## src/design/iomem_pkg.sv

```systemverilog
`default_nettype none

package iomem_pkg;

  ////////////////////////////////////////
  // Address map
  ////////////////////////////////////////

  // RAM region, bits outside the mask must equal the base
  localparam logic [31:0] RAM_BASE = 32'h4000_0000;
  localparam logic [31:0] RAM_MASK = 32'h000F_FFFF;

  localparam logic [31:0] TIMER_LO_ADDR = 32'h3000_0000;
  localparam logic [31:0] TIMER_HI_ADDR = 32'h3000_0004;

  ////////////////////////////////////////
  // Sizes and timing
  ////////////////////////////////////////

  localparam int RAM_WORDS   = 1024;
  localparam int RAM_AW      = 10;
  // Cycles from first valid cycle to ready
  localparam int RAM_LATENCY = 4;
  localparam int LAT_CNT_W   = $clog2(RAM_LATENCY + 1);

  // Serial loader line
  localparam int         CLKS_PER_BIT    = 8;
  localparam int         UART_CNT_W      = $clog2(CLKS_PER_BIT);
  localparam logic [7:0] PROG_START_BYTE = 8'hA5;

  ////////////////////////////////////////
  // Bus and RAM port types
  ////////////////////////////////////////

  // Zero wstrb means read
  typedef struct packed {
    logic        valid;
    logic [3:0]  wstrb;
    logic [31:0] addr;
    logic [31:0] wdata;
  } iomem_req_t;

  typedef struct packed {
    logic        ready;
    logic [31:0] rdata;
  } iomem_rsp_t;

  typedef struct packed {
    logic              rd_en;
    logic [3:0]        wstrb;
    logic [RAM_AW-1:0] index;
    logic [31:0]       wdata;
  } ram_req_t;

endpackage

`default_nettype wire

```

## src/design/uart_rx.sv

```systemverilog
`default_nettype none

module uart_rx import iomem_pkg::*; (
  input  logic       clk_i,
  input  logic       rst_n,
  input  logic       rx_i,
  output logic [7:0] byte_o,
  output logic       byte_valid_o
);

  typedef enum logic [1:0] {
    RX_IDLE,
    RX_START,
    RX_DATA,
    RX_STOP
  } rx_state_t;

  rx_state_t             state_q;
  logic [1:0]            sync_q;
  logic                  rx_prev_q;
  logic [UART_CNT_W-1:0] clk_cnt_q;
  logic [2:0]            bit_idx_q;
  logic [7:0]            shift_q;
  logic                  valid_q;
  logic                  rx_sync;
  logic                  bit_done;

  assign rx_sync  = sync_q[1];
  assign bit_done = clk_cnt_q == UART_CNT_W'(CLKS_PER_BIT - 1);

  // Two flop synchronizer, idle line is high
  always_ff @(posedge clk_i) begin
    if (!rst_n) begin
      sync_q    <= 2'b11;
      rx_prev_q <= 1'b1;
    end else begin
      sync_q    <= {sync_q[0], rx_i};
      rx_prev_q <= rx_sync;
    end
  end

  always_ff @(posedge clk_i) begin
    if (!rst_n) begin
      state_q   <= RX_IDLE;
      clk_cnt_q <= '0;
      bit_idx_q <= 3'd0;
      valid_q   <= 1'b0;
    end else begin
      valid_q   <= 1'b0;
      clk_cnt_q <= clk_cnt_q + 1'b1;
      case (state_q)
        RX_IDLE: begin
          clk_cnt_q <= '0;
          if (rx_prev_q && !rx_sync) begin
            state_q <= RX_START;
          end
        end
        // Half a bit in, the start bit must still be low
        RX_START: begin
          if (clk_cnt_q == UART_CNT_W'(CLKS_PER_BIT / 2 - 1)) begin
            clk_cnt_q <= '0;
            bit_idx_q <= 3'd0;
            state_q   <= rx_sync ? RX_IDLE : RX_DATA;
          end
        end
        RX_DATA: begin
          if (bit_done) begin
            clk_cnt_q <= '0;
            bit_idx_q <= bit_idx_q + 3'd1;
            if (bit_idx_q == 3'd7) begin
              state_q <= RX_STOP;
            end
          end
        end
        default: begin
          // Low stop bit drops the frame
          if (bit_done) begin
            valid_q <= rx_sync;
            state_q <= RX_IDLE;
          end
        end
      endcase
    end
  end

  // LSB arrives first
  always_ff @(posedge clk_i) begin
    if (state_q == RX_DATA && bit_done) begin
      shift_q <= {rx_sync, shift_q[7:1]};
    end
  end

  assign byte_o       = shift_q;
  assign byte_valid_o = valid_q;

endmodule

`default_nettype wire

```

## config.mk

```make
export PLATFORM = sky130hd
export DESIGN_NAME = uart_rx
export DESIGN_NICKNAME = d
export VERILOG_FILES = /design/src/design/iomem_pkg.sv /design/src/design/uart_rx.sv
export SDC_FILE = /design/constraint.sdc
export NUM_CORES = 1
export LEC_CHECK = 0
export BUFFER_PORTS_ARGS = -buffer_cell sky130_fd_sc_hd__buf_4
export CAP_MARGIN = 20
export CORE_MARGIN = 2
export CORE_UTILIZATION = 46
export CTS_CLUSTER_SIZE = 12
export DETAILED_ROUTE_END_ITERATION = 8
export PLACE_DENSITY = 0.77
export SYNTH_ARGS = -nofsm -noshare
export SYNTH_HDL_FRONTEND = slang
export SYNTH_SLANG_ARGS = --single-unit
```

## constraint.sdc

```tcl
create_clock -name clk_i -period 2.4 [get_ports clk_i]
set_input_delay 0 -clock clk_i [delete_from_list [all_inputs] [get_ports clk_i]]
set_output_delay 0 -clock clk_i [all_outputs]
set_load 0.05 [all_outputs]
```

---- After elaboration in Yosys (flattened, before gate mapping) ----
Index checks and enable logic that the tools add are counted.
storage, ports and cells
  bits in registers ....................... 20
  input port bits ......................... 3
  output and inout port bits .............. 9
  logic and storage cells ................. 42
operators by class
  add/subtract/negate cells ............... 2
  equality and inequality tests ........... 9
  multiplexer cells ....................... 13
  bitwise logic cells ..................... 2
  reductions and logical operators ........ 9
operators by type and width
  cell                                            number
  two-way mux 2 bit                               6
  two-way mux 3 bit                               4
  case mux 3 bit (3 select lines)                 1
  != test 2 bit (second input constant)           4
  adder 3 x 1 -> 3 bit (second input constant)    2
  == test 3 bit (second input constant)           2
  case mux 2 bit (3 select lines)                 1
  case mux 3 bit (2 select lines)                 1
  AND reduction 5 bit                             1
  OR reduction 5 bit                              1
  == test 3 x 2 -> 1 bit (second input constant)  1
  AND reduction 3 bit                             1
  nonzero test 3 bit                              1
  == test 2 x 1 -> 1 bit (second input constant)  1
  == test 2 bit (second input constant)           1
  logical AND 1 bit                               2
  logical NOT 2 bit                               1
  NOT 1 bit                                       2
  nonzero test 2 bit                              1
  logical NOT 1 bit                               1

---- Logic depth before layout (Yosys ltp) ----
Gate-level depths: netlist of the first run.
  depth in word-level cells ............... 4
  mapped depth ............................ 6
  depth with buffers taken out ............ 6

---- Least setup slack after synthesis of the first run ----
No wires, ideal clock.
  kind .................................... reg2reg
  start point ............................. reg state_q[0]
  end point ............................... reg state_q[1]
  library setup time ...................... 117 ps
  arrival time ............................ 1560 ps
  data required time ...................... 2283 ps
  setup slack ............................. 723 ps
  stages on the path, launching flop included .. 7
  path buffers ............................ 0
  clock period less this slack ............ 1677 ps
  path through ............................ dfxtp_1 -> inv_1 -> ha_1 -> a21boi_4 -> a2111oi_4 -> nand2_1 -> a32o_1
between the ends
  word-level cells in the longest chain between the ends .. 3
  elaborated cells between the ends (all ways) .. 10
  those cells by class .................... 6 x eq/ne; 1 x mux; 3 x reduce/logical
ends and longest elaborated chain
  item                                                           line           source
  from (decl)                                                    uart_rx.sv:18  rx_state_t state_q;
  from (signal assigned)                                         uart_rx.sv:63  state_q <= rx_sync ? RX_IDLE : RX_DATA;
  == test 2 bit, or another cell as far along                    uart_rx.sv:51  case (state_q)
  != test 2 bit (no line) or nonzero test 3 bit (tied branches)  n/a
  AND reduction 5 bit (no line)                                  n/a
Several ways; a longest one is shown, not always the timed one.
A chain may end at the register's enable or synchronous reset.

---- Worst setup path after layout of the first run ----
Ends and elaborated chain as after synthesis.

==> out/metrics.cfg, run 1 <==
[status]
outcome = finished, final reports clean

[clock_network]
ctsHoldBuffers = 3
cts_tree = built
clk_pin_slew_worst_paths_ns = 0.11
htree_levels = 1
ctsResizeCount = 0
ctsLongestPathBuffers = 2
cts_setup_buffers = 0
cts.sink_count = 20
cts_made_buffers = 3
clk_latency_ns = 0.30
cts-root-buf = clkbuf_4

[worst_setup_path]
r2r-start = state_q[0]$_SDFFE_PN0P_
cp_data_required_time_ns = 2.61
crit_fanout = 9
end_kind = flip-flop
rrSetupSlack_ns = 0.58
reg2reg_to = state_q[1]$_SDFFE_PN0P_
crit_arrival_ns = 2.02
r2r_cells = 6
start_kind = flip-flop
critical_path.startpoint = state_q[0]$_SDFFE_PN0P_
cp-endpoint = state_q[1]$_SDFFE_PN0P_
path_class = flip-flop to flip-flop

[die]
core_um2 = 1920
die_height_um = 48.7
io-pin-count = 12
fp.dieW_um = 48.7
start_util_pct = 47.9
die-area_um2 = 2370
row_count = 16

[route]
num_vias = 581
ant_nets = 0
drt-initial-drc-count = 7
wl_per_cell_um = 11.3
drc = 0
drt-vias-per-instance = 4.84
first_pass_iters = 4
finalWirelength_um = 1360

[sta]
hold_viol = 0
fin_skew_ns = 0.00294
setup_viol = 0
slew_viol_final = 0
fin_tns_setup_ns = 0
tightest_slew_ns = 0.334
fmax_ghz = 0.551
maxSlewHeadroom_pct = 77.6
post-route-period-util_pct = 75.7
fin_crit_ns = 1.82
rsz0062_at_grt = false

[placement]
placed_cell_area_um2 = 1030
place_congestion = 0.812
portBuffers = 11
hpwl_um = 1070

[pwr]
p_per_area_nw_per_um2 = 675
power.leakage_nw = 0.452
ir_worst_vdd_uv = 352

[global_route]
antenna_found_initial = 0
grt_use_met1_pct = 14.8
overflow = 0
grt_use_met2_pct = 24.4
grt_first_pass_wirelength_um = 2530
grt_start_max_net_pins = 13
grt_pass1_vias = 621
grt.busiest_layer = met2
grtUsageMet3_pct = 3.40
grt_usage_pct = 13.7

[min_path]
hold_path.class = flip-flop to flip-flop

[finish]
design_area_um2 = 1110
syn_to_final_growth_pct = 21.2
antenna_cells = 0
post-route-util_pct = 58.0
drive_gt1_share_pct = 18.3
fill_cells = 166
nets = 109

[logic_synthesis]
ys_seq_area_share_pct = 52.2
syn_avg_cell_area_um2 = 12.1
yosysWarningCount = 0
synth_nets = 91
ys_types = 20
yosys_register_bits = 20
syn_area_um2 = 920
postSynthCellCount = 76

[job]
cap_violations = 0

per-stage QoR:
stage                     hold slack (ns)  setup WS (ns)  power [W]  std cells
after global routing                0.457          0.451   0.000786        120
after CTS                           0.424          0.575   0.000761        120
after floorplan                    0.0730          0.723   0.000464         76
after global placement              0.187          0.638   0.000483        113
after detailed placement            0.188          0.583   0.000485        113
final                               0.419          0.584   0.000753        120
registers in the layout, summed over array words and instances, names as in the netlist:
signal        cells
byte_o            8
bit_idx_q         3
clk_cnt_q         3
state_q           2
sync_q            2
byte_valid_o      1
rx_prev_q         1
report_power, final:
group          total (W)  switching [W]  leakage, nW  internal (W)
Sequential      0.000374      0.0000118        0.169      0.000362
Combinational   0.000107      0.0000558        0.255     0.0000509
Clock           0.000272       0.000104       0.0279      0.000169
Total           0.000753       0.000171        0.452      0.000582
Yosys cell counts, drive strengths merged:
cell type | n | area [um2]
inv | 5 | 18.8
dfxtp | 12 | 240
a32o | 1 | 10.0
edfxtp | 8 | 240
nand3 | 1 | 5.00
nor2b | 6 | 37.5
mux2i | 4 | 40.0
a21boi | 1 | 18.8
and2 | 4 | 25.0
o21ai | 3 | 15.0
a2111oi | 1 | 27.5
nand4b | 1 | 8.76
nor3b | 1 | 7.51
clkbuf | 1 | 3.75
nor3 | 1 | 5.00
ha | 12 | 150
o31ai | 1 | 7.51
nand2 | 3 | 11.3
nor2 | 6 | 22.5
nand2b | 4 | 25.0
worst min path at each step:
stage	start	to	cells past startpoint
final	sync_q[0]$_SDFF_PN1_	sync_q[1]$_SDFF_PN1_	1
after floorplan	rst_n	sync_q[0]$_SDFF_PN1_	1
after detailed placement	rx_i	sync_q[0]$_SDFF_PN1_	2
after global routing	sync_q[0]$_SDFF_PN1_	sync_q[1]$_SDFF_PN1_	1
after global placement	rx_i	sync_q[0]$_SDFF_PN1_	2
after CTS	sync_q[0]$_SDFF_PN1_	sync_q[1]$_SDFF_PN1_	1
routing by layer:
metal / wire, um / share of wire, % / up-vias
li1: - / - / 294
met3: 66 / 4.9 / 5
met4: 28 / 2.1 / 0
met5: 0 / 0 / -
met2: 635 / 47 / 17
met1: 625 / 46 / 265
area by class of cell:
cell class | instances | area, um2 | area share [%]
inverters | 5 | 18.8 | 1.68
multi-input cells | 50 | 417 | 37.4
flip-flops and latches | 20 | 480 | 43.1
repair buffers | 14 | 113 | 10.1
clock buffers | 3 | 22.5 | 2.02
well taps | 27 | 33.8 | 3.03
clock inverters | 1 | 30.0 | 2.69
layout by cell type (no fill, tap or decap), drive strengths merged, types with 3 or more instances in the layout:
| cell type | synthesis | final |
|---|---|---|
| ha | 12 | 12 |
| dfxtp | 12 | 12 |
| buf | 0 | 11 |
| edfxtp | 8 | 8 |
| nor2b | 6 | 6 |
| nor2 | 6 | 6 |
| inv | 5 | 5 |
| and2 | 4 | 4 |
| mux2i | 4 | 4 |
| nand2b | 4 | 4 |
| nand2 | 3 | 3 |
| o21ai | 3 | 3 |
| clkbuf | 1 | 3 |
| dlygate4sd3 | 0 | 3 |
cell families (layout without fill, tap and decap cells):
group                      count (synthesis)  after routing  share of synthesized area, %
and+or+nand+nor                           27             27                          16.1
muxes                                      4              4                          4.35
buffers and inverters                      6             23                          2.45
adders and majority gates                 12             12                          16.3
DFF                                       20             20                          52.2
AOI/OAI and AO/OA                          7              7                          8.57
critical path, stage by stage, from the launching register on:
cell,delay (ns)
dfxtp_1,0.44
inv_1,0.09
ha_1,0.29
a21boi_4,0.17
a2111oi_4,0.39
nand2_1,0.09
a32o_1,0.26
Note: power is estimated with default switching activity, not from simulation.
==> run 2, diff against run 1 <==
- clock period: 2.4 -> 1.9 ns (I/O delays scaled with it)
==> run 2 against run 1 <==
Compared with the run above:
- design area increased by 0.90%
- via count increased by 0.17%
- non-clock buffer count increased by 1
- global-route usage increased by 0.38 points
- final cell count increased by 0.83%
- clock skew increased by 0.0073 ns
- total power increased by 27%
- hold slack improved by 0.0064 ns
- critical path depth unchanged
- die area unchanged
==> out/metrics.cfg, run 2 (same netlist as run 1, synthesis figures left out) <==
[status]
outcome = finished, final reports clean

[sta]
holdWs_ns = 0.425
rsz0062_at_grt = false
setup_viol = 0
tightest_slew_ns = 0.335
fin_crit_ns = 1.76
slew_viol_final = 0
post-route-period-util_pct = 92.6
fin_tns_setup_ns = 0
fmax_ghz = 0.569
maxSlewHeadroom_pct = 77.5
hold_viol = 0
fin_skew_ns = 0.0103

[clock_network]
clk_pin_slew_worst_paths_ns = 0.12
cts_tree = built
cts-root-buf = clkbuf_4
htree_levels = 1
clk_latency_ns = 0.30
ctsLongestPathBuffers = 2
cts.sink_count = 20
cts_made_buffers = 3

[route]
drt-initial-drc-count = 19
wl_per_cell_um = 11.5
num_vias = 582
finalWirelength_um = 1390
drt-vias-per-instance = 4.81
first_pass_iters = 5
ant_nets = 0
drc = 0

[job]
cap_violations = 0

[worst_setup_path]
crit_fanout = 4
rrSetupSlack_ns = 0.14
end_kind = flip-flop
reg2reg_to = state_q[1]$_SDFFE_PN0P_
slowest_delay_ns = 0.39
start_kind = flip-flop
r2r_cells = 6
crit_path_top_delay_cell = a2111oi_4
path_class = flip-flop to flip-flop
crit_arrival_ns = 1.97
cp_cell_sequence = ha_1, ha_1, a21boi_4, a2111oi_4, nand2_1, a32o_1
cp_data_required_time_ns = 2.11
r2r-start = clk_cnt_q[0]$_SDFF_PN0_
critPathBufInv = 0
worst_path_most_repeated_cell = ha_1
cp_top_family = compound AO/OA/AOI/OAI gates

[finish]
syn_to_final_growth_pct = 22.3
final_cell_mix = ha_1, dfxtp_1, buf_4, edfxtp_1, nor2b_1
fill_cells = 178
largest_reg_flops = 8
nets = 110
antenna_cells = 0
drive_gt1_share_pct = 20.2

[pwr]
p_per_area_nw_per_um2 = 849
ir_worst_vdd_uv = 510
power.leakage_nw = 0.457

[global_route]
grt_pass1_vias = 607
antenna_found_initial = 0
grt_usage_pct = 14.1
grt_start_max_net_pins = 13
overflow = 0
grt_first_pass_wirelength_um = 2550

[min_path]
hp-start = sync_q[0]$_SDFF_PN1_
hold_depth = 1
hold_path.class = flip-flop to flip-flop
hold_end = sync_q[1]$_SDFF_PN1_

[placement]
hpwl_um = 1030
place_congestion = 0.890
portBuffers = 11

[die]
die_height_um = 48.7
row_count = 16
fp.dieW_um = 48.7
io-pin-count = 12
start_util_pct = 47.9
die-area_um2 = 2370
core_um2 = 1920

[run 2: changes by cell type in the layout (fill, tap and decap cells not counted)]
cell    delta
nor2_2     +1
nor2_1     -1
buf_4      +1
[run 2: layout make-up]
type / count / area [um2] / area share, %
clock buffer: 3 / 22.5 / 2.00
clock inverter: 1 / 30.0 / 2.67
inverter: 5 / 18.8 / 1.67
multi-input combinational: 50 / 419 / 37.3
sequential: 20 / 480 / 42.7
tap: 27 / 33.8 / 3.00
timing repair buffer: 15 / 120 / 10.7
[run 2: through the flow]
step / setup slack (ns) / utilization, % / instance area (um2) / power [W] / instances
3_5_place_dp: 0.136 / 54.1 / 1040 / 0.000614 / 114
5_1_grt: 0.0426 / 58.5 / 1120 / 0.00100 / 121
2_1_floorplan: 0.223 / - / 920 / 0.000586 / 76
4_1_cts: 0.110 / 58.4 / 1120 / 0.000962 / 121
3_3_place_gp: 0.185 / 54.1 / 1040 / 0.000609 / 114
6_report: 0.141 / 58.5 / 1120 / 0.000955 / 121
[run 2: worst register-to-register path, delay by kind of cell (launching register included)]
kind | cells | cell delay (ns)
adder cells (fa/ha/maj) | 2 | 0.50
AO/OA/AOI/OAI | 3 | 0.73
flip-flops | 1 | 0.35
AND/OR/NAND/NOR | 1 | 0.10
[run 2: worst max-delay path by stage]
stage / startpoint / to / slack (ns) / cells past startpoint
floorplan: state_q[0]$_SDFFE_PN0P_ / state_q[1]$_SDFFE_PN0P_ / 0.22 / 6
global placement: state_q[0]$_SDFFE_PN0P_ / bit_idx_q[1]$_SDFFE_PN0P_ / 0.18 / 7
detailed placement: clk_cnt_q[0]$_SDFF_PN0_ / state_q[1]$_SDFFE_PN0P_ / 0.14 / 6
CTS: clk_cnt_q[0]$_SDFF_PN0_ / state_q[1]$_SDFFE_PN0P_ / 0.11 / 6
global route: state_q[0]$_SDFFE_PN0P_ / bit_idx_q[1]$_SDFFE_PN0P_ / 0.04 / 7
finish: clk_cnt_q[0]$_SDFF_PN0_ / state_q[1]$_SDFFE_PN0P_ / 0.14 / 6
[run 2: power by group]
part | switching [W] | total (W) | internal, W
clock | 0.000133 | 0.000347 | 0.000213
combinational | 0.0000708 | 0.000136 | 0.0000650
sequential | 0.0000157 | 0.000473 | 0.000457
[run 2: layer usage]
| layer | part of all wire [%] | up-vias | GRT usage (%) |
|---|---|---|---|
| met2 | 50 | 16 | 24.7 |
| met3 | 3.3 | 2 | 2.78 |
| met1 | 45 | 270 | 16.2 |
| met5 | 0 | - | 0 |
| li1 | - | 294 | - |
| met4 | 0.72 | 0 | 7.14 |
[run 2: what timing repair did]
action | 4_1_cts | 5_1_grt
hold endpoints to repair | 3 | 0
hold buffers | 3 | 0
resized for setup | 0 | 1
setup endpoints to repair | 0 | 2
setup buffers | 0 | 0
